`config.mk`:
```
export PLATFORM = sky130hd
export DESIGN_NAME = jal_predecode
export DESIGN_NICKNAME = d
export VERILOG_FILES = /design/src/source/fetch_pkg.sv /design/src/source/jal_predecode.sv
export SDC_FILE = /design/constraint.sdc
export NUM_CORES = 1
export LEC_CHECK = 0
export ABC_AREA = 1
export ABC_CLOCK_PERIOD_IN_PS = 1600
export CAP_MARGIN = 5
export CORE_ASPECT_RATIO = 1.2
export CORE_UTILIZATION = 41
export DETAILED_ROUTE_END_ITERATION = 12
export DONT_BUFFER_PORTS = 1
export PLACE_DENSITY = 0.52
export RECOVER_POWER = 25
export SYNTH_ARGS = -nofsm -noshare
export SYNTH_HDL_FRONTEND = slang
export SYNTH_SLANG_ARGS = --single-unit
export TNS_END_PERCENT = 30
```
`constraint.sdc`:
```
create_clock -name vclk -period 1.6
set_input_delay 0.08 -clock vclk [all_inputs]
set_output_delay 0.08 -clock vclk [all_outputs]
set_load 0.02 [all_outputs]
```
`src/source/fetch_pkg.sv`:
```
package fetch_pkg;

    typedef logic [31:0] addr_t;

    // wraps around, decode only cares about ordering
    typedef logic [7:0] inst_id_t;

    // jump layout of an instruction word
    typedef struct packed {
        logic       imm20;
        logic [9:0] imm10_1;
        logic       imm11;
        logic [7:0] imm19_12;
        logic [4:0] rd;
        logic [6:0] opcode;
    } j_view_t;

    // register/immediate and branch layout, upper bits not decoded here
    typedef struct packed {
        logic [16:0] upper;
        logic [2:0]  funct3;
        logic [4:0]  rd;
        logic [6:0]  opcode;
    } ib_view_t;

    typedef union packed {
        j_view_t  j;
        ib_view_t ib;
    } inst_word_u;

    typedef struct packed {
        logic  valid;
        addr_t addr;
    } mem_req_t;

    typedef struct packed {
        logic       valid;
        addr_t      addr;
        inst_word_u inst;
    } mem_resp_t;

    // one queue entry, also what decode sees
    typedef struct packed {
        addr_t      addr;
        inst_word_u inst;
        inst_id_t   inst_id;
    } fetch_resp_t;

    typedef struct packed {
        logic  valid;
        addr_t addr;
    } redirect_t;

    typedef struct packed {
        logic  valid;
        addr_t pc;
        logic  is_br;
        logic  is_jmp;
        logic  taken;
        addr_t target;
    } pred_update_t;

    localparam int QUEUE_DEPTH    = 16;
    localparam int QUEUE_PTR_BITS = $clog2(QUEUE_DEPTH);

    localparam int BP_INDEX_BITS = 10;
    localparam int BP_ENTRIES    = 1 << BP_INDEX_BITS;
    // weakly not taken
    localparam logic [1:0] BP_CTR_INIT = 2'b01;

    localparam logic [6:0] JAL_OP  = 7'b1101111;
    localparam logic [6:0] JALR_OP = 7'b1100111;
    localparam logic [6:0] BR_OP   = 7'b1100011;
    localparam logic [2:0] JALR_F3 = 3'b000;

    localparam addr_t RESET_PC = 32'h0000_0000;

endpackage

```
`src/source/jal_predecode.sv`:
```
`timescale 1ns/1ps

module jal_predecode import fetch_pkg::*; (
    input  addr_t      last_pc,
    input  inst_word_u last_inst,
    output logic       is_jal,
    output logic       is_ctrl,
    output addr_t      jal_target
);

    logic  is_jalr;
    logic  is_branch;
    addr_t j_offset;

    // jump view gives the opcode class and the scattered offset bits
    assign is_jal = (last_inst.j.opcode == JAL_OP);

    // jalr needs funct3 as well, branches only the opcode
    assign is_jalr   = (last_inst.ib.opcode == JALR_OP) && (last_inst.ib.funct3 == JALR_F3);
    assign is_branch = (last_inst.ib.opcode == BR_OP);
    assign is_ctrl   = is_jalr || is_branch;

    // sign extended, bit 0 always zero
    assign j_offset = {
        {11{last_inst.j.imm20}},
        last_inst.j.imm20,
        last_inst.j.imm19_12,
        last_inst.j.imm11,
        last_inst.j.imm10_1,
        1'b0
    };

    assign jal_target = last_pc + j_offset;

endmodule

```
==> impl_metrics.csv <==
group,metric,value,unit
layout,n_sequential_cell,0,
clock_tree,hold_buffers,0,
power,ir_drop,0.142,mV
yosys,ys_seq_area_share,0,%
worst_setup_path,crit_chain,"ha_1, fa_2, buf_4, nand2_1, nand3_2, nand2_1, nand2_2, nand2_1, nand3_1, nand2_1",
floorplanning,io_pins,98,
power,p_int,0.434,mW
outcome,status,"finished, final reports clean",
grt,grt_usage,20.8,%
sta,finalMaxSlewViolations,0,
drt,drt_wl_total,6.24,mm
worst_setup_path,crit_arrival,1.46,ns
layout,area_growth,16.3,%
power,p_switching,0.795,mW
min_path,min_path_type,"in2out",
yosys,synthMuxAreaShare,0,%
layout,antennaDiodeCount,0,
grt,grt_pass1_wl,10.3,mm
yosys,synthCells,472,
worst_setup_path,slowest_stage,"fa_2",
yosys,yosysTopAreaCellShare,33.8,%
floorplanning,die_w,70.4,um
power,power_density,459,nW/um^2
clock_tree,cts_setup_buffers,0,
sta,hold_violations,0,
worst_setup_path,cp.required,1.52,ns
yosys,synth_adder_area_share,17.2,%
floorplanning,initial_core_util,43.1,%
yosys,yosysWarnings,0,
drt,drt_iter0_drc,76,
yosys,synth_top_area_cell,"nand2_1",
yosys,yosys-top-cells-count,"207 x nand2_1, 99 x inv_1, 39 x nor2_1, 30 x ha_1, 22 x nand3_1",
sta,timing.setup.tns,0,ns
power,finalPower,1.23,mW
yosys,postSynthAreaPerCell,4.87,um^2
grt,grt_pass1_vias,2419,
floorplanning,core.rowCount,29,
layout,seqCellArea,0,um^2
power,pwr-share-seq,0,%
drt,drc,0,
drt,drt_first_pass_iters,4,
sta,fmaxAchievable,648,MHz
sta,max-slew-margin-rel,59.0,%
floorplanning,dieHeight,84.1,um
grt,globalRouteOverflowTotal,0,
yosys,yosys.area_share.simple,53.7,%
worst_setup_path,critPathLaunchType,"primary input",
yosys,synth_area,2300,um^2
power,clockPowerShare,0,%
floorplanning,fp.dieArea,5920,um^2
grt,grt_start_max_net_pins,13,
placement,port_buffers,0,
layout,drive_gt1_share,15.3,%
drt,antenna_left,0,
yosys,ys_types,21,
grt,antenna_found_initial,0,
yosys,synthTopCellsByArea,"nand2_1 34%, ha_1 16%, inv_1 16%, nor2_1 6.4%, xor2_1 5.7%",
drt,routedWlPerCell,11.2,um
sta,fin_crit,1.54,ns
power,combPwrFrac,100.0,%
sta,period_share,96.4,%
yosys,synthXorXnorAreaFrac,6.09,%
worst_setup_path,endpoint,"jal_target[23]",
layout,fin_util,50.2,%
sta,rsz0062_at_grt,"yes",
flow_run,cap_violations,0,
placement,gp_congestion,0.859,
layout,clkbuf_count,0,
yosys,syn_nets,567,
sta,setup_viol,0,
yosys,synth_compound_area_share,6.20,%
power,p_leak,1.75,nW
yosys,yosys.cell_count.top_type,"nand2_1",
power,swShare,64.7,%
drt,avgViaCountPerCell,4.73,
placement,hpwl,5.72,mm
worst_setup_path,cpMostUsedCell,"nand2_1",
sta,worstMarginPinSlew,0.611,ns
drt,routed-via-count,2639,
worst_setup_path,criticalPathCategory,"in2out",
floorplanning,fp.coreArea,5330,um^2
worst_setup_path,cp-startpoint,"last_pc[1]",
layout,fin_nets,593,
worst_setup_path,critPathMaxStageDelay,0.37,ns
yosys,synth_top_family_by_area,"simple AND/OR/NAND/NOR gates",
worst_setup_path,end_kind,"primary output",
worst_setup_path,cp_max_fo,3,
## critical path, delay by kind of cell
kind | cells | cell delay [ns]
and+or+nand+nor | 7 | 0.64
adders and majority gates | 2 | 0.58
buffers and inverters | 1 | 0.15
## power groups by stage
stage,sequential (mW),clock (mW),combinational [mW]
6_report,0,0,1.23
3_3_place_gp,0,0,1.19
2_1_floorplan,0,0,0.876
5_1_grt,0,0,1.37
4_1_cts,0,0,1.20
3_5_place_dp,0,0,1.19
## logic make-up (layout without fill, tap and decap cells)
family	count (synthesis)	in the layout
AND/OR/NAND/NOR	298	298
XOR/XNOR	16	16
adder cells (fa/ha/maj)	31	31
buffers and inverters	102	126
AO/OA/AOI/OAI	25	25
## cell type report
type	count	area, um^2
Fill cell	618	2660
Multi-Input combinational cell	370	2040
Inverter	101	379
Timing Repair Buffer	25	180
Tap cell	62	77.6
## per-layer routing
| metal | vias up | part of all wire, % | global-route usage [%] |
|---|---|---|---|
| met5 | - | 0 | 0 |
| met4 | 0 | 0.56 | 0.909 |
| met3 | 2 | 4.4 | 1.69 |
| met2 | 60 | 52 | 42.1 |
| met1 | 1105 | 43 | 24.1 |
| li1 | 1472 | - | - |
## how the worst min path moves through the flow
| stage | start | slack [ns] | to | cells past startpoint |
|---|---|---|---|---|
| floorplan | last_pc[0] | 0.27 | jal_target[0] | 1 |
| global placement | last_pc[0] | 0.16 | jal_target[0] | 0 |
| detailed placement | last_pc[0] | 0.16 | jal_target[0] | 0 |
| CTS | last_pc[0] | 0.16 | jal_target[0] | 0 |
| global route | last_pc[0] | 0.16 | jal_target[0] | 0 |
| finish | last_pc[0] | 0.16 | jal_target[0] | 0 |
## timing repair
| action | 4_1_cts | 5_1_grt |
|---|---|---|
| resized for setup | 3 | 34 |
| setup endpoints to repair | 2 | 15 |
| pin swaps | 1 | 5 |
## layout by cell type, fill, tap and decap left out, types with 2 or more instances in the layout
master	count
o21bai_1	3
nand2_1	194
xor2_1	14
nor3_2	4
clkbuf_1	2
nand4_1	4
a21oi_1	14
buf_4	23
nor2_1	34
ha_1	26
nand3_2	5
nor3_1	3
a21oi_2	6
inv_1	99
nand3_1	23
nand2_4	3
inv_2	2
nand2_2	20
ha_2	3
nor2_2	7
## through the flow
stage / area [um^2] / setup WS [ns] / hold WS (ns) / instances
CTS: 2570 / 0.0378 / 0.160 / 558
finish: 2680 / 0.0579 / 0.160 / 558
detailed placement: 2560 / -0.0446 / 0.160 / 558
floorplan: 2310 / 0.00240 / 0.273 / 472
global placement: 2560 / -0.0344 / 0.160 / 558
global route: 2680 / -0.0541 / 0.160 / 558
Note: power is estimated with default switching activity, not from simulation.
