--- src/source/fetch_pkg.sv ---
package fetch_pkg;

    typedef logic [31:0] addr_t;

    // wraps around, decode only cares about ordering
    typedef logic [7:0] inst_id_t;

    // jump layout of an instruction word
    typedef struct packed {
        logic       imm20;
        logic [9:0] imm10_1;
        logic       imm11;
        logic [7:0] imm19_12;
        logic [4:0] rd;
        logic [6:0] opcode;
    } j_view_t;

    // register/immediate and branch layout, upper bits not decoded here
    typedef struct packed {
        logic [16:0] upper;
        logic [2:0]  funct3;
        logic [4:0]  rd;
        logic [6:0]  opcode;
    } ib_view_t;

    typedef union packed {
        j_view_t  j;
        ib_view_t ib;
    } inst_word_u;

    typedef struct packed {
        logic  valid;
        addr_t addr;
    } mem_req_t;

    typedef struct packed {
        logic       valid;
        addr_t      addr;
        inst_word_u inst;
    } mem_resp_t;

    // one queue entry, also what decode sees
    typedef struct packed {
        addr_t      addr;
        inst_word_u inst;
        inst_id_t   inst_id;
    } fetch_resp_t;

    typedef struct packed {
        logic  valid;
        addr_t addr;
    } redirect_t;

    typedef struct packed {
        logic  valid;
        addr_t pc;
        logic  is_br;
        logic  is_jmp;
        logic  taken;
        addr_t target;
    } pred_update_t;

    localparam int QUEUE_DEPTH    = 16;
    localparam int QUEUE_PTR_BITS = $clog2(QUEUE_DEPTH);

    localparam int BP_INDEX_BITS = 10;
    localparam int BP_ENTRIES    = 1 << BP_INDEX_BITS;
    // weakly not taken
    localparam logic [1:0] BP_CTR_INIT = 2'b01;

    localparam logic [6:0] JAL_OP  = 7'b1101111;
    localparam logic [6:0] JALR_OP = 7'b1100111;
    localparam logic [6:0] BR_OP   = 7'b1100011;
    localparam logic [2:0] JALR_F3 = 3'b000;

    localparam addr_t RESET_PC = 32'h0000_0000;

endpackage

--- src/source/sync_queue.sv ---
`timescale 1ns/1ps

module sync_queue import fetch_pkg::*; (
    input  logic        clk,
    input  logic        rst,
    input  logic        flush,
    input  logic        wr_valid,
    input  fetch_resp_t wr_data,
    input  logic        rd_ready,
    output logic        wr_ready_next,
    output logic        rd_valid,
    output fetch_resp_t rd_data
);

    localparam logic [QUEUE_PTR_BITS:0] FULL_COUNT = (QUEUE_PTR_BITS + 1)'(QUEUE_DEPTH);

    fetch_resp_t                entries [QUEUE_DEPTH];
    logic [QUEUE_PTR_BITS-1:0]  wr_ptr;
    logic [QUEUE_PTR_BITS-1:0]  rd_ptr;
    logic [QUEUE_PTR_BITS:0]    count;
    logic [QUEUE_PTR_BITS:0]    count_next;
    logic                       full;
    logic                       do_wr;
    logic                       do_rd;

    assign full     = (count == FULL_COUNT);
    assign rd_valid = (count != '0);
    assign rd_data  = entries[rd_ptr];

    // a write into a full queue is ignored, the writer never does that
    assign do_wr = wr_valid && !full && !flush;
    assign do_rd = rd_valid && rd_ready && !flush;

    // occupancy after this edge
    always_comb begin
        count_next = count;
        if (flush) begin
            count_next = '0;
        end else begin
            case ({do_wr, do_rd})
                2'b10:   count_next = count + 1'b1;
                2'b01:   count_next = count - 1'b1;
                default: count_next = count;
            endcase
        end
    end

    // early ready, room for one more reply arriving next cycle
    assign wr_ready_next = (count_next < FULL_COUNT);

    always_ff @(posedge clk) begin
        if (rst) begin
            wr_ptr <= '0;
            rd_ptr <= '0;
            count  <= '0;
        end else begin
            count <= count_next;
            if (flush) begin
                wr_ptr <= '0;
                rd_ptr <= '0;
            end else begin
                if (do_wr) begin
                    wr_ptr <= wr_ptr + 1'b1;
                end
                if (do_rd) begin
                    rd_ptr <= rd_ptr + 1'b1;
                end
            end
        end
    end

    // storage
    always_ff @(posedge clk) begin
        if (do_wr) begin
            entries[wr_ptr] <= wr_data;
        end
    end

endmodule

--- config.mk ---
export PLATFORM = sky130hd
export DESIGN_NAME = sync_queue
export DESIGN_NICKNAME = d
export VERILOG_FILES = /design/src/source/fetch_pkg.sv /design/src/source/sync_queue.sv
export SDC_FILE = /design/constraint.sdc
export NUM_CORES = 1
export LEC_CHECK = 0
export BUFFER_PORTS_ARGS = -buffer_cell sky130_fd_sc_hd__buf_2
export CAP_MARGIN = 5
export CORE_AREA = 8 8 348 248
export DETAILED_ROUTE_END_ITERATION = 10
export DIE_AREA = 0 0 356 256
export HOLD_SLACK_MARGIN = 0.02
export PLACE_DENSITY = 0.79
export SYNTH_ARGS = -nofsm -noshare
export SYNTH_HDL_FRONTEND = slang
export SYNTH_SLANG_ARGS = --single-unit
--- constraint.sdc ---
create_clock -name clk -period 11.4 [get_ports clk]
set_input_delay 2.28 -clock clk [delete_from_list [all_inputs] [get_ports clk]]
set_output_delay 2.28 -clock clk [all_outputs]
set_load 0.05 [all_outputs]
==> results.md <==
- CTS Root Cell: clkbuf_16
- Htree depth: 3
- R2r worst-path depth: 5
- TritonCTS buffer count: 103
- Total core area: 81260 µm²
- Seq pwr share: 55.1%
- Total track usage: 22.04%
- Sw Share: 19.58%
- WL/cell: 31.36 µm
- Met3 Resource Use GR: 4.659%
- Worst min path class: reg -> reg
- Peak VDD IR: 145.3 µV
- Initial drt markers: 2478
- Worst setup SP type: input port
- Die Ht: 256 µm
- Die boundary width: 356 µm
- CP Data Required Time: 9.12 ns
- Clock sinks: 1169
- P_int: 6.921 mW
- Worst Hold Depth: 2
- Post-Syn Area: 44010 µm²
- Total Wirelength: 101.5 mm
- Vias: 20880
- Setup-failing EPs final: 0
- Global route hottest layer: met2
- Most common cell after layout, fill and taps aside: edfxtp_1
- Global-route wire length before repair: 147.6 mm
- Setup CP Type: in -> out
- Number of synthesized flops with an enable pin: 1152
- Count of nets after finishing: 2156
- Area leader, netlist: edfxtp_1
- Final Hold Fails: 0
- Reg2reg end: entries[4][27]
- Comb pwr share: 2.4%
- Post-CTS resize count: 0
- Global placement routability congestion: 0.7380
- Worst skew pair latency: 0.67 ns
- Crit path max fanout: 17
- Netlist cell types: 45
- GR Util met2: 36.68%
- Commonest non-fill, non-tap cells in the layout: edfxtp_1 (1152), mux4_2 (288), buf_2 (150), a22oi_1 (144), clkbuf_16 (108)
- Synth warn: 0
- Largest net degree at the start of global routing: 165
- Top-area cell type share of the netlist area: 78.61%
- Layout overhead on the synthesized area: 12.76%
- Leak Pwr: 15.42 nW
- Register area share after synthesis: 79.38%
- Post-route clock period utilization: 63.39%
- Cell Rows: 88
- Fin crit period: 7.227 ns
- Syn Area/Cell: 23.35 µm²
- Relative slew slack: 16.35%
- Yosys reg bits: 1169
- Synthesized Nets: 1971
- Vias per cell: 6.447
- Met1 GRT Util: 29.91%
- CTS Hold Buffers Added: 0
- Gr ovfl total: 0
- Die area: 91140 µm²
- Top-level I/O count: 151
- Clock skew: 0.01911 ns
- Worst R2R Setup Slack: 7.81 ns
- Clock buffer depth: 3
- Clock power frac: 42.5%
- Min Hold Slack: 0.5444 ns
- Via count of the first global-routing pass: 21750
- DRT antenna net count: 0
- PortBufs: 150
- Hold EP: rd_ptr[3]
- CTS tree: done
- Power Dens Cells: 173.4 nW/µm²
- Dominant synthesized flop cell: edfxtp_1
- Status: finished, final reports clean
- HPWL Detailed: 47.22 mm
- Initial antenna violation count: 11
- Gate Count Post-Synth: 1885
- Setup TNS: 0 ns
- HP Start: rd_ptr[3]
- RSZ-0062 raised after global routing: no
- Final Max Tran Viols: 0
- Max Cap Violations: 0
- Worst setup EP type: output port
- Psw: 1.685 mW
- Share of cells above drive strength 1: 30.27%
- Initial Util: 54.16%
- Slew @ Worst Pin: 1.255 ns
- FF-to-FF Start: count[2]
- 1st-pass router iterations: 8
- Synth async-reset ratio: 0%
- Post-CTS setup buffers: 0
- Crit path DAT: 4.95 ns
- Achievable Freq: 138.4 MHz
- FILL cells: 5369
- Synth area leaders: edfxtp_1 (79%), mux4_2 (15%), a22oi_1 (2.5%), dfxtp_1 (0.77%), nand2_1 (0.64%)
- # DRC: 0
- CTS clk-pin slew, worst paths: 0.06 ns
## kinds of logic (layout without fill, tap and decap cells)
family / after synthesis / count (layout) / share of synthesized area, %
other: 0 / 11 / 0
XOR/XNOR: 7 / 7 / 0.1393
adder cells (fa/ha/maj): 9 / 9 / 0.2559
AND/OR/NAND/NOR: 138 / 138 / 1.530
buffers and inverters: 107 / 369 / 1.061
multiplexers: 291 / 291 / 14.81
flip-flops: 1169 / 1169 / 79.38
AO/OA/AOI/OAI: 164 / 164 / 2.826
## registers in the layout, indices dropped and copies added, names as in the netlist, named ones only
register	flops
rd_ptr	4
wr_ptr	4
entries	1152
count	5
## power by group through the flow
stage | combinational [mW] | clock, mW | sequential [mW]
floorplan | 0.111 | 0 | 4.84
global placement | 0.199 | 0 | 4.83
detailed placement | 0.210 | 0 | 4.83
CTS | 0.212 | 3.69 | 4.74
global route | 0.225 | 3.85 | 4.74
finish | 0.211 | 3.65 | 4.74
## worst max-delay path by stage
stage | startpoint | end | slack [ns] | depth (start not counted)
global route | flush | wr_ready_next | 4.18 | 10
CTS | flush | wr_ready_next | 4.26 | 9
finish | flush | wr_ready_next | 4.17 | 10
detailed placement | flush | wr_ready_next | 4.26 | 9
global placement | flush | wr_ready_next | 4.38 | 9
floorplan | flush | entries[9][0] | 0.63 | 3
## worst max-delay path: stages
cell and delay, ns:
buf_2 0.23, or2_2 0.36, ha_1 0.32, xor2_1 0.20
ha_1 0.22, a21oi_1 0.35, a2111oi_0 0.16, a311o_1 0.35
nor3_1 0.17, buf_2 0.30
## through the flow
stage	util, %	total power, mW	cells	worst slack [ns]	cell area (µm²)
2_1_floorplan	-	4.946	1885	0.6303	44010
3_3_place_gp	56.69	5.031	3045	4.375	46070
3_5_place_dp	56.69	5.045	3045	4.255	46070
4_1_cts	61.03	8.643	3227	4.256	49600
5_1_grt	61.04	8.817	3230	4.177	49600
6_report	61.07	8.605	3238	4.173	49620
## synth_stat cells (4+ instances only)
| master | count |
|---|---|
| buf_1 | 17 |
| and3_1 | 4 |
| buf_2 | 31 |
| clkbuf_1 | 50 |
| buf_4 | 5 |
| dfxtp_1 | 17 |
| xor2_1 | 6 |
| nand2_1 | 75 |
| o211ai_1 | 4 |
| ha_1 | 9 |
| a21oi_1 | 5 |
| mux4_2 | 288 |
| a22oi_1 | 144 |
| nor4b_1 | 5 |
| nor2_1 | 18 |
| edfxtp_1 | 1152 |
| and2_1 | 7 |
## area by class of cell
class                           count  area (µm²)  share of cell area (%)
Timing Repair Buffer              184        1044                   2.103
Antenna cell                       11       27.53                 0.05547
Clock buffer                      129        2811                   5.666
Sequential cell                  1169       34940                   70.41
Clock inverter                     53       715.7                   1.442
Multi-Input combinational cell    609        8721                   17.57
Inverter                            3       11.26                 0.02269
Tap cell                         1080        1351                   2.723
## metal layers
layer,routed length [µm],up-vias
li1,-,8466
met1,38550,11110
met2,51410,1109
met3,9156,182
met4,2381,6
met5,34,-
Power figures use the tool's default switching activity.
