==> src/source/fetch_pkg.sv <==
package fetch_pkg;

    typedef logic [31:0] addr_t;

    // wraps around, decode only cares about ordering
    typedef logic [7:0] inst_id_t;

    // jump layout of an instruction word
    typedef struct packed {
        logic       imm20;
        logic [9:0] imm10_1;
        logic       imm11;
        logic [7:0] imm19_12;
        logic [4:0] rd;
        logic [6:0] opcode;
    } j_view_t;

    // register/immediate and branch layout, upper bits not decoded here
    typedef struct packed {
        logic [16:0] upper;
        logic [2:0]  funct3;
        logic [4:0]  rd;
        logic [6:0]  opcode;
    } ib_view_t;

    typedef union packed {
        j_view_t  j;
        ib_view_t ib;
    } inst_word_u;

    typedef struct packed {
        logic  valid;
        addr_t addr;
    } mem_req_t;

    typedef struct packed {
        logic       valid;
        addr_t      addr;
        inst_word_u inst;
    } mem_resp_t;

    // one queue entry, also what decode sees
    typedef struct packed {
        addr_t      addr;
        inst_word_u inst;
        inst_id_t   inst_id;
    } fetch_resp_t;

    typedef struct packed {
        logic  valid;
        addr_t addr;
    } redirect_t;

    typedef struct packed {
        logic  valid;
        addr_t pc;
        logic  is_br;
        logic  is_jmp;
        logic  taken;
        addr_t target;
    } pred_update_t;

    localparam int QUEUE_DEPTH    = 16;
    localparam int QUEUE_PTR_BITS = $clog2(QUEUE_DEPTH);

    localparam int BP_INDEX_BITS = 10;
    localparam int BP_ENTRIES    = 1 << BP_INDEX_BITS;
    // weakly not taken
    localparam logic [1:0] BP_CTR_INIT = 2'b01;

    localparam logic [6:0] JAL_OP  = 7'b1101111;
    localparam logic [6:0] JALR_OP = 7'b1100111;
    localparam logic [6:0] BR_OP   = 7'b1100011;
    localparam logic [2:0] JALR_F3 = 3'b000;

    localparam addr_t RESET_PC = 32'h0000_0000;

endpackage

==> src/source/inst_fetch.sv <==
`timescale 1ns/1ps

module inst_fetch import fetch_pkg::*; (
    input  logic        clk,
    input  logic        rst,
    input  logic        mem_req_ready,
    input  mem_resp_t   mem_resp,
    input  redirect_t   redirect,
    input  logic        queue_wr_ready_next,
    input  addr_t       pred_next_pc,
    input  logic        is_jal,
    input  logic        is_ctrl,
    input  addr_t       jal_target,
    output mem_req_t    mem_req,
    output logic        queue_wr_valid,
    output fetch_resp_t queue_wr_data,
    output logic        queue_flush,
    output addr_t       pred_pc,
    output addr_t       last_pc,
    output inst_word_u  last_inst
);

    addr_t    pc;
    addr_t    request_addr;
    addr_t    next_pc;
    inst_id_t inst_id;
    logic     requested;
    logic     fetch_en;
    logic     resp_hit;
    logic     jal_hazard;
    logic     issue;

    // reply for the one outstanding request
    assign resp_hit = requested && mem_resp.valid && (mem_resp.addr == request_addr);

    // word in flight is not the jump target, so it is on the wrong path
    assign jal_hazard = is_jal && requested && (request_addr != jal_target);

    // predictor looks up where fetch goes next
    assign pred_pc = redirect.valid ? redirect.addr :
                     jal_hazard     ? jal_target    :
                     pc;

    // a plain jal overrides the predictor
    assign next_pc = (is_jal && !is_ctrl) ? jal_target + 32'd4 : pred_next_pc;

    // one request at a time, and only when the reply is sure to fit
    assign mem_req.valid = fetch_en && queue_wr_ready_next && !redirect.valid && !jal_hazard
                           && (!requested || resp_hit);
    assign mem_req.addr  = pc;
    assign issue         = mem_req.valid && mem_req_ready;

    assign queue_flush    = redirect.valid;
    assign queue_wr_valid = resp_hit && !jal_hazard && !redirect.valid;

    // ids follow queue writes so decode sees them without gaps
    assign queue_wr_data.addr    = request_addr;
    assign queue_wr_data.inst    = mem_resp.inst;
    assign queue_wr_data.inst_id = inst_id;

    always_ff @(posedge clk) begin
        if (rst) begin
            pc           <= RESET_PC;
            request_addr <= RESET_PC;
            requested    <= 1'b0;
            fetch_en     <= 1'b0;
            inst_id      <= '0;
            last_pc      <= '0;
            last_inst    <= '0;
        end else begin
            // first request goes out one cycle after reset
            fetch_en <= 1'b1;

            if (redirect.valid) begin
                // misprediction from execute, old reply gets ignored
                pc        <= redirect.addr;
                requested <= 1'b0;
                last_pc   <= '0;
                last_inst <= '0;
            end else if (jal_hazard) begin
                // drop the wrong path word and restart at the target
                pc        <= jal_target;
                requested <= 1'b0;
                last_pc   <= '0;
                last_inst <= '0;
            end else begin
                if (resp_hit) begin
                    last_pc   <= request_addr;
                    last_inst <= mem_resp.inst;
                end

                if (issue) begin
                    requested    <= 1'b1;
                    request_addr <= pc;
                    pc           <= next_pc;
                end else if (resp_hit) begin
                    requested <= 1'b0;
                end
            end

            if (queue_wr_valid) begin
                inst_id <= inst_id + 1'b1;
            end
        end
    end

endmodule

==> config.mk <==
export PLATFORM = sky130hd
export DESIGN_NAME = inst_fetch
export DESIGN_NICKNAME = d
export VERILOG_FILES = /design/src/source/fetch_pkg.sv /design/src/source/inst_fetch.sv
export SDC_FILE = /design/constraint.sdc
export NUM_CORES = 1
export LEC_CHECK = 0
export BUFFER_PORTS_ARGS = -buffer_cell sky130_fd_sc_hd__clkbuf_2
export CAP_MARGIN = 15
export CORE_AREA = 2 2 144 146
export DETAILED_ROUTE_END_ITERATION = 8
export DIE_AREA = 0 0 146 148
export GPL_ROUTABILITY_DRIVEN = 1
export GPL_TIMING_DRIVEN = 0
export PLACE_DENSITY = 0.7
export SETUP_SLACK_MARGIN = 0.5
export SLEW_MARGIN = 20
export SYNTH_ARGS = -nofsm -noshare
export SYNTH_HDL_FRONTEND = slang
export SYNTH_SLANG_ARGS = --single-unit
==> constraint.sdc <==
create_clock -name clk -period 4.2 [get_ports clk]
set_clock_uncertainty 0.2 [all_clocks]
set_input_delay 0.84 -clock clk [delete_from_list [all_inputs] [get_ports clk]]
set_output_delay 0.84 -clock clk [all_outputs]
set_load 0.1 [all_outputs]
==> load_flow_metrics.sql, run 1 <==
INSERT INTO impl_metrics (metric_group, metric, value, unit) VALUES
('logic_synthesis', 'synth_nets', '1227', ''),
('finish', 'finalCoreUtilization', '0.662', ''),
('logic_synthesis', 'postSynthRegisterBits', '138', ''),
('timing', 'final.period_utilization', '0.961', ''),
('cts', 'clock_tree_root_driver_cell', 'sky130_fd_sc_hd__clkbuf_16', ''),
('critical_path', 'setup.worst_path.end', 'pred_pc[21]', ''),
('critical_path', 'critical_path.endpoint_type', 'output port', ''),
('detailed_routing', 'firstDrtPassIters', '6', ''),
('timing', 'timing.max_slew.rel_slack', '0.421', ''),
('placed_design', 'dpl.hpwl', '28800', 'um'),
('job', 'max_cap_violations', '0', ''),
('timing', 'post-route-worst-setup-slack', '162', 'ps'),
('finish', 'finish.instance_area', '13300', 'um^2'),
('worst_hold_path', 'hold_path_startpoint', 'last_inst[26]', ''),
('critical_path', 'critPathSlowestCell', 'sky130_fd_sc_hd__nor4_4', ''),
('global_route', 'grt_usage', '0.346', ''),
('finish', 'final.fill_count', '1619', ''),
('timing', 'slew_of_the_pin_with_the_lowest_slew_margin', '860', 'ps'),
('critical_path', 'critical_path.cell_chain', 'clkbuf_2, xnor2_2, nand4_1, nor4_4, a31oi_4, buf_8, buf_4, buf_12, mux2i_2, o21ai_4, clkbuf_16', ''),
('global_route', 'grt-ovfl-total', '0', ''),
('logic_synthesis', 'count_leader_synth', 'sky130_fd_sc_hd__nand2_1', ''),
('timing', 'slew_viol_final', '0', ''),
('placed_design', 'dpl-instance-area', '10800', 'um^2'),
('cts', 'clock_sinks', '138', ''),
('placed_design', 'dpl_worst_slack', '-562', 'ps'),
('logic_synthesis', 'synth.yosys.seq_area_share', '0.349', ''),
('critical_path', 'r2r-start', 'request_addr[10]', ''),
('timing', 'hold_viol_final', '0', ''),
('critical_path', 'rr_endpoint', 'pc[21]', ''),
('logic_synthesis', 'netlist_top_cells_count', 'sky130_fd_sc_hd__nand2_1, sky130_fd_sc_hd__dfxtp_1, sky130_fd_sc_hd__a21oi_1', ''),
('critical_path', 'reg2reg_setup_slack', '1000', 'ps'),
('logic_synthesis', 'synth_cell_type_count', '56', ''),
('global_route', 'global_route_wire_length_before_repair', '56900', 'um'),
('timing', 'rsz0062_at_grt', 'true', ''),
('detailed_routing', 'detail_route.wl_per_cell', '22.4', 'um'),
('pwr', 'pwr-share-clk', '0.366', ''),
('critical_path', 'worst_setup_path_category', 'in2out', ''),
('critical_path', 'timing.critical_path.required', '3160', 'ps'),
('cts', 'h-tree-depth', '4', ''),
('critical_path', 'timing.critical_path.arrival', '3000', 'ps'),
('timing', 'setup-violations-final', '0', ''),
('cts', 'clk_pin_slew', '60', 'ps'),
('detailed_routing', 'iteration_0_drc_markers', '921', ''),
('critical_path', 'worst-path-max-fanout', '6', ''),
('critical_path', 'worstSetupStartpoint', 'jal_target[21]', ''),
('pwr', 'power.density', '320', 'nW/um^2'),
('cts', 'cts.path.max_buffers', '2', ''),
('logic_synthesis', 'synthArstFlopShare', '0', ''),
('logic_synthesis', 'synth_top_flop_cell', 'sky130_fd_sc_hd__dfxtp_1', ''),
('pwr', 'ir_drop', '0.000220', 'V'),
('pwr', 'pwr-share-comb', '0.307', ''),
('floorplanning', 'die_h', '148', 'um'),
('cts', 'clock_insertion_delay_worst_skew', '440', 'ps'),
('logic_synthesis', 'netlist_top_cells_area', 'sky130_fd_sc_hd__dfxtp_1, sky130_fd_sc_hd__nand2_1, sky130_fd_sc_hd__xnor2_1, sky130_fd_sc_hd__a21oi_1, sky130_fd_sc_hd__buf_4', ''),
('floorplanning', 'fp.dieArea', '21600', 'um^2'),
('pwr', 'switching_share_of_power', '0.375', ''),
('detailed_routing', 'detailroute.via_count', '10026', ''),
('timing', 'final.min_clock_period', '4040', 'ps'),
('pwr', 'power_report.internal_total', '0.00265', 'W'),
('pwr', 'cellLeakagePower', '5.31', 'nW'),
('detailed_routing', 'drc_errors', '0', ''),
('timing', 'fmaxAchievable', '0.248', 'GHz'),
('floorplanning', 'rows', '52', ''),
('detailed_routing', 'postRouteWirelength', '39500', 'um'),
('status', 'outcome', 'completed', ''),
('floorplanning', 'placeableCoreArea', '20000', 'um^2'),
('global_route', 'via_count_of_the_first_global_routing_pass', '9542', ''),
('cts', 'cts_tree', 'built', ''),
('logic_synthesis', 'yosysTopAreaCellShare', '0.349', ''),
('logic_synthesis', 'synth_enable_flop_cells', '0', ''),
('worst_hold_path', 'timing.hold.worst.class', 'reg2reg', '');
flip-flops by register name, indices dropped and copies added, names as in the netlist:
register      cells
pc               32
request_addr     32
requested         1
fetch_en          1
last_pc          32
inst_id           8
last_inst        32
layout make-up:
cell class | count | area [um^2] | share of cell area
Buffer | 117 | 856 | 0.0645
Clock buffer | 18 | 439 | 0.0331
Clock inverter | 14 | 163 | 0.0123
Inverter | 12 | 45.0 | 0.00339
Multi-Input combinational cell | 790 | 5600 | 0.422
Sequential cell | 138 | 2800 | 0.211
Tap cell | 270 | 338 | 0.0255
Timing Repair Buffer | 405 | 3030 | 0.228
power groups by stage:
stage / clock network (W) / logic [W] / registers [W]
3_3_place_gp: 0 / 0.00108 / 0.00141
3_5_place_dp: 0 / 0.00109 / 0.00141
5_1_grt: 0.00161 / 0.00134 / 0.00139
2_1_floorplan: 0 / 0.000643 / 0.00157
6_report: 0.00155 / 0.00131 / 0.00139
4_1_cts: 0.00155 / 0.00125 / 0.00138
cell usage in the layout (no fill, tap or decap), types with 7 or more instances in the layout:
cell,Yosys,routed
sky130_fd_sc_hd__clkbuf_2,0,321
sky130_fd_sc_hd__nand2_1,279,254
sky130_fd_sc_hd__a21oi_1,121,117
sky130_fd_sc_hd__dfxtp_1,138,107
sky130_fd_sc_hd__buf_4,37,76
sky130_fd_sc_hd__xnor2_1,78,60
sky130_fd_sc_hd__clkbuf_16,0,53
sky130_fd_sc_hd__clkbuf_1,55,40
sky130_fd_sc_hd__nor2_1,38,33
sky130_fd_sc_hd__dfxtp_2,0,31
sky130_fd_sc_hd__nand4_1,30,30
sky130_fd_sc_hd__o21ai_0,36,22
sky130_fd_sc_hd__nor3_1,21,20
sky130_fd_sc_hd__and2_1,19,19
sky130_fd_sc_hd__nand2_8,0,16
sky130_fd_sc_hd__a31oi_4,0,15
sky130_fd_sc_hd__nand3_1,14,14
sky130_fd_sc_hd__xor2_1,14,14
sky130_fd_sc_hd__o21ai_4,0,14
sky130_fd_sc_hd__buf_12,0,12
sky130_fd_sc_hd__inv_1,12,12
sky130_fd_sc_hd__o31ai_1,10,10
sky130_fd_sc_hd__xnor2_4,0,9
sky130_fd_sc_hd__xnor2_2,0,9
sky130_fd_sc_hd__buf_6,4,9
sky130_fd_sc_hd__a2111oi_2,9,9
sky130_fd_sc_hd__mux2i_2,0,8
sky130_fd_sc_hd__nand2_4,1,7
sky130_fd_sc_hd__nor4_1,9,7
sky130_fd_sc_hd__a211oi_1,7,7
metal layers:
layer	vias up	share of wire	wire, um	GRT usage
met4	0	0.053	2100	0.162
li1	4471	-	-	-
met2	765	0.48	18900	0.592
met3	174	0.11	4300	0.0873
met5	-	0	0	0
met1	4616	0.36	14300	0.407
worst min path at each step:
| stage | to | slack (ps) |
|---|---|---|
| after floorplan | requested | 330 |
| after global placement | last_inst[2] | 240 |
| after detailed placement | last_inst[26] | 240 |
| after CTS | last_inst[26] | 250 |
| after global routing | last_inst[15] | 270 |
| final | last_inst[26] | 250 |
repair_timing:
action,in CTS,in global routing
gates cloned,4,1
endpoints found under the hold margin,0,0
hold buffers,0,0
buffers inserted,24,17
resized for setup,199,60
setup endpoints to repair,34,34
pin swaps,33,29
cell families (layout without fill, tap and decap cells):
group	after synthesis	in the layout	share of synthesized area
buffers and inverters	129	566	0.0850
adders and majority gates	2	2	0.00316
and+or+nand+nor	438	438	0.247
xor gates and xnor gates	92	92	0.102
DFF	138	138	0.349
muxes	15	15	0.0190
AOI/OAI and AO/OA	243	243	0.195
metrics by stage:
stage	total power (W)	hold slack, ps	setup TNS (ps)
floorplan	0.00222	325	0
global placement	0.00249	237	-10250
detailed placement	0.00249	242	-10590
CTS	0.00418	251	0
global route	0.00435	265	0
finish	0.00425	248	0
worst max-delay path: cells and delay by family:
family / cells / cell delay, ps
AOI/OAI and AO/OA: 2 / 390
xor gates and xnor gates: 1 / 230
muxes: 1 / 170
buffers and inverters: 5 / 890
and+or+nand+nor: 2 / 480
Note: power is estimated with default switching activity, not from simulation.
==> inputs of run 2 (changes only) <==
--- a/config.mk
+++ b/config.mk
@@ -12,7 +12,7 @@
 export DIE_AREA = 0 0 146 148
 export GPL_ROUTABILITY_DRIVEN = 1
 export GPL_TIMING_DRIVEN = 0
-export PLACE_DENSITY = 0.7
+export PLACE_DENSITY = 0.8
 export SETUP_SLACK_MARGIN = 0.5
 export SLEW_MARGIN = 20
 export SYNTH_ARGS = -nofsm -noshare
==> run 2 against run 1 <==
Compared with the run above:
- clock power increased by 5%
- highest routed layer unchanged
- non-clock buffer count decreased by 8
- critical endpoint is now pred_pc[29]
- via count increased by 2.6%
- design area decreased by 1.7%
- largest power group unchanged
- cell count decreased by 0.45%
- wire length increased by 2.8%
- worst setup slack got worse by 5.3 ps
- power increased by 1.5%
- core utilization decreased by 1.1 points
- critical path type unchanged
- global-route usage increased by 0.96 points
==> load_flow_metrics.sql, run 2 (synthesized netlist as in run 1, its figures left out) <==
INSERT INTO impl_metrics (metric_group, metric, value, unit) VALUES
('detailed_routing', 'detail_route.wl_per_cell', '23.1', 'um'),
('pwr', 'power.net_switching', '0.00157', 'W'),
('finish', 'layout-drive-gt1-share', '0.443', ''),
('detailed_routing', 'detailroute.via_count', '10283', ''),
('critical_path', 'worst-path-max-fanout', '7', ''),
('critical_path', 'timing.critical_path.from_type', 'input port', ''),
('critical_path', 'cp_num_buf_inv', '5', ''),
('cts', 'clock_sinks', '138', ''),
('cts', 'h-tree-depth', '4', ''),
('placed_design', 'io_buffers', '359', ''),
('timing', 'slew_viol_final', '0', ''),
('finish', 'syn_to_final_growth', '64.7', '%'),
('status', 'outcome', 'completed', ''),
('global_route', 'via_count_of_the_first_global_routing_pass', '9750', ''),
('global_route', 'grt-ovfl-total', '0', ''),
('timing', 'slew_of_the_pin_with_the_lowest_slew_margin', '986', 'ps'),
('pwr', 'cellLeakagePower', '5.27', 'nW'),
('critical_path', 'critPathMaxStageDelay', '260', 'ps'),
('global_route', 'grt_max_degree', '17', ''),
('critical_path', 'worst_reg2reg_path_depth', '9', ''),
('pwr', 'power_report.internal_total', '0.00274', 'W'),
('critical_path', 'worst_setup_path_category', 'in2out', ''),
('finish', 'final_net_count', '1643', ''),
('critical_path', 'timing.critical_path.required', '3160', 'ps'),
('worst_hold_path', 'min_to', 'last_inst[19]', ''),
('cts', 'clock_tree_root_driver_cell', 'sky130_fd_sc_hd__clkbuf_16', ''),
('pwr', 'switching_share_of_power', '0.365', ''),
('critical_path', 'critical_path.endpoint_type', 'output port', ''),
('pwr', 'power.density', '331', 'nW/um^2'),
('timing', 'worst_hold_slack', '250', 'ps'),
('job', 'max_cap_violations', '0', ''),
('cts', 'clk_pin_slew', '60', 'ps'),
('floorplanning', 'die_h', '148', 'um'),
('floorplanning', 'fp.dieArea', '21600', 'um^2'),
('worst_hold_path', 'hold_path_startpoint', 'last_inst[19]', ''),
('placed_design', 'dpl.hpwl', '28800', 'um'),
('floorplanning', 'horizontal_die_dimension', '146', 'um'),
('critical_path', 'r2r-start', 'request_addr[18]', ''),
('global_route', 'grt_usage', '0.355', ''),
('critical_path', 'rr_endpoint', 'pc[8]', ''),
('critical_path', 'path_delay_family', 'buffers and inverters', ''),
('detailed_routing', 'postRouteWirelength', '40600', 'um'),
('timing', 'hold_viol_final', '0', ''),
('critical_path', 'critical_path.cell_chain', 'clkbuf_2, xnor2_2, nand4_1, nor4_4, a31oi_4, buf_6, buf_12, buf_12, mux2i_4, o21ai_4, clkbuf_16', ''),
('critical_path', 'cpMostUsedCell', 'sky130_fd_sc_hd__buf_12', ''),
('pwr', 'seq_power_share', '0.321', ''),
('cts', 'cts_hold_repair.buffers', '0', ''),
('pwr', 'pwr-share-clk', '0.377', ''),
('floorplanning', 'placeableCoreArea', '20000', 'um^2'),
('finish', 'antenna_cells', '0', ''),
('timing', 'setup-violations-final', '0', ''),
('global_route', 'global_route_wire_length_before_repair', '58200', 'um'),
('worst_hold_path', 'hold-path-cell-count', '2', ''),
('critical_path', 'reg2reg_setup_slack', '920', 'ps'),
('worst_hold_path', 'timing.hold.worst.class', 'reg2reg', ''),
('floorplanning', 'rows', '52', ''),
('cts', 'cts_inserted_buffers', '17', ''),
('detailed_routing', 'ant_nets', '0', ''),
('global_route', 'initial_antenna_violation_count', '0', ''),
('detailed_routing', 'drc_errors', '0', ''),
('pwr', 'ir_drop', '0.000203', 'V'),
('critical_path', 'cp.depth', '11', ''),
('critical_path', 'timing.critical_path.arrival', '3000', 'ps'),
('cts', 'clock_insertion_delay_worst_skew', '430', 'ps'),
('timing', 'final.period_utilization', '0.963', ''),
('pwr', 'pwr-share-comb', '0.301', ''),
('cts', 'cts_tree', 'built', ''),
('timing', 'fmaxAchievable', '0.247', 'GHz'),
('detailed_routing', 'iteration_0_drc_markers', '1237', ''),
('finish', 'mostFrequentLayoutCell', 'sky130_fd_sc_hd__clkbuf_2', ''),
('critical_path', 'critPathSlowestCell', 'sky130_fd_sc_hd__nor4_4', ''),
('detailed_routing', 'avgViaCountPerCell', '5.86', ''),
('finish', 'commonest_non_fill_non_tap_cells_in_the_layout', 'sky130_fd_sc_hd__clkbuf_2, sky130_fd_sc_hd__nand2_1, sky130_fd_sc_hd__a21oi_1', ''),
('placed_design', 'gp_routability_congestion', '0.957', ''),
('finish', 'finalCoreUtilization', '0.651', ''),
('timing', 'timing.max_slew.rel_slack', '0.337', ''),
('timing', 'rsz0062_at_grt', 'true', ''),
('floorplanning', 'initial_core_util', '0.395', ''),
('cts', 'cts.path.max_buffers', '2', ''),
('timing', 'final.min_clock_period', '4040', 'ps'),
('detailed_routing', 'firstDrtPassIters', '5', ''),
('floorplanning', 'design.portCount', '371', '');
[run 2: cell types whose count changed in the layout (fill, tap and decap cells not counted), moves of 4 or more]
cell | previous run | this run
sky130_fd_sc_hd__buf_12 | 12 | 7
sky130_fd_sc_hd__a31oi_4 | 15 | 19
sky130_fd_sc_hd__clkinv_4 | 6 | 2
sky130_fd_sc_hd__xnor2_2 | 9 | 13
sky130_fd_sc_hd__clkbuf_2 | 321 | 327
sky130_fd_sc_hd__xnor2_4 | 9 | 4
sky130_fd_sc_hd__nand2_8 | 16 | 12
sky130_fd_sc_hd__buf_4 | 76 | 71
sky130_fd_sc_hd__buf_8 | 6 | 1
sky130_fd_sc_hd__a31oi_2 | 5 | 0
sky130_fd_sc_hd__nand2_1 | 254 | 249
sky130_fd_sc_hd__nand2_4 | 7 | 11
sky130_fd_sc_hd__nand2_2 | 3 | 8
[run 2: final cells by class]
| cell class | instances | area (um^2) |
|---|---|---|
| inverters | 12 | 45.0 |
| plain buffers | 117 | 852 |
| clock inverters | 13 | 190 |
| multi-input cells | 790 | 5530 |
| repair buffers | 397 | 2860 |
| well taps | 270 | 338 |
| clock buffers | 19 | 433 |
| fillers | 1552 | 7000 |
| flip-flops and latches | 138 | 2800 |
[run 2: what timing repair did]
item | CTS | global route
setup buffers | 26 | 8
gates cloned | 4 | 0
pin swaps | 30 | 11
gates resized for setup | 198 | 38
setup endpoints to repair | 34 | 34
[run 2: worst max path at each step]
stage / from / endpoint / slack [ps]
finish: jal_target[27] / pred_pc[29] / 160
global route: jal_target[4] / pred_pc[29] / 110
CTS: jal_target[24] / pred_pc[29] / 280
detailed placement: redirect[32] / pred_pc[4] / -590
global placement: redirect[32] / pred_pc[4] / -600
floorplan: jal_target[4] / queue_wr_valid / 120
[run 2: worst register-to-register path, stage by stage, from the launching register on]
cell and delay [ps]:
sky130_fd_sc_hd__dfxtp_2 310, sky130_fd_sc_hd__clkbuf_4 180, sky130_fd_sc_hd__xor2_1 170, sky130_fd_sc_hd__or4_1 490, sky130_fd_sc_hd__nor4_2 350, sky130_fd_sc_hd__nand3_2 250, sky130_fd_sc_hd__a211o_1 490, sky130_fd_sc_hd__clkbuf_1 300
sky130_fd_sc_hd__o21ai_0 270, sky130_fd_sc_hd__a21oi_1 120
[run 2: power by group through the flow]
stage	clock network (W)	logic, W	registers, W
finish	0.00163	0.00130	0.00139
floorplan	0	0.000643	0.00157
global placement	0	0.00108	0.00141
CTS	0.00163	0.00125	0.00138
detailed placement	0	0.00109	0.00141
global route	0.00168	0.00133	0.00139
[run 2: layer usage]
metal / GRT usage / part of all wire / vias up
li1: - / - / 4447
met3: 0.0846 / 0.11 / 224
met5: 0 / 0 / -
met1: 0.423 / 0.35 / 4706
met2: 0.595 / 0.47 / 906
met4: 0.193 / 0.060 / 0
[run 2: metrics by stage]
step           std cells  setup TNS, ps  area (um^2)  setup slack (ps)  total power [W]
6_report            1756              0        13000               157          0.00431
5_1_grt             1756              0        13000               115          0.00440
4_1_cts             1748              0        12800               281          0.00426
3_5_place_dp        1686         -10890        10800              -592          0.00249
3_3_place_gp        1686          -9630        10800              -600          0.00249
2_1_floorplan       1057              0         8640               115          0.00222
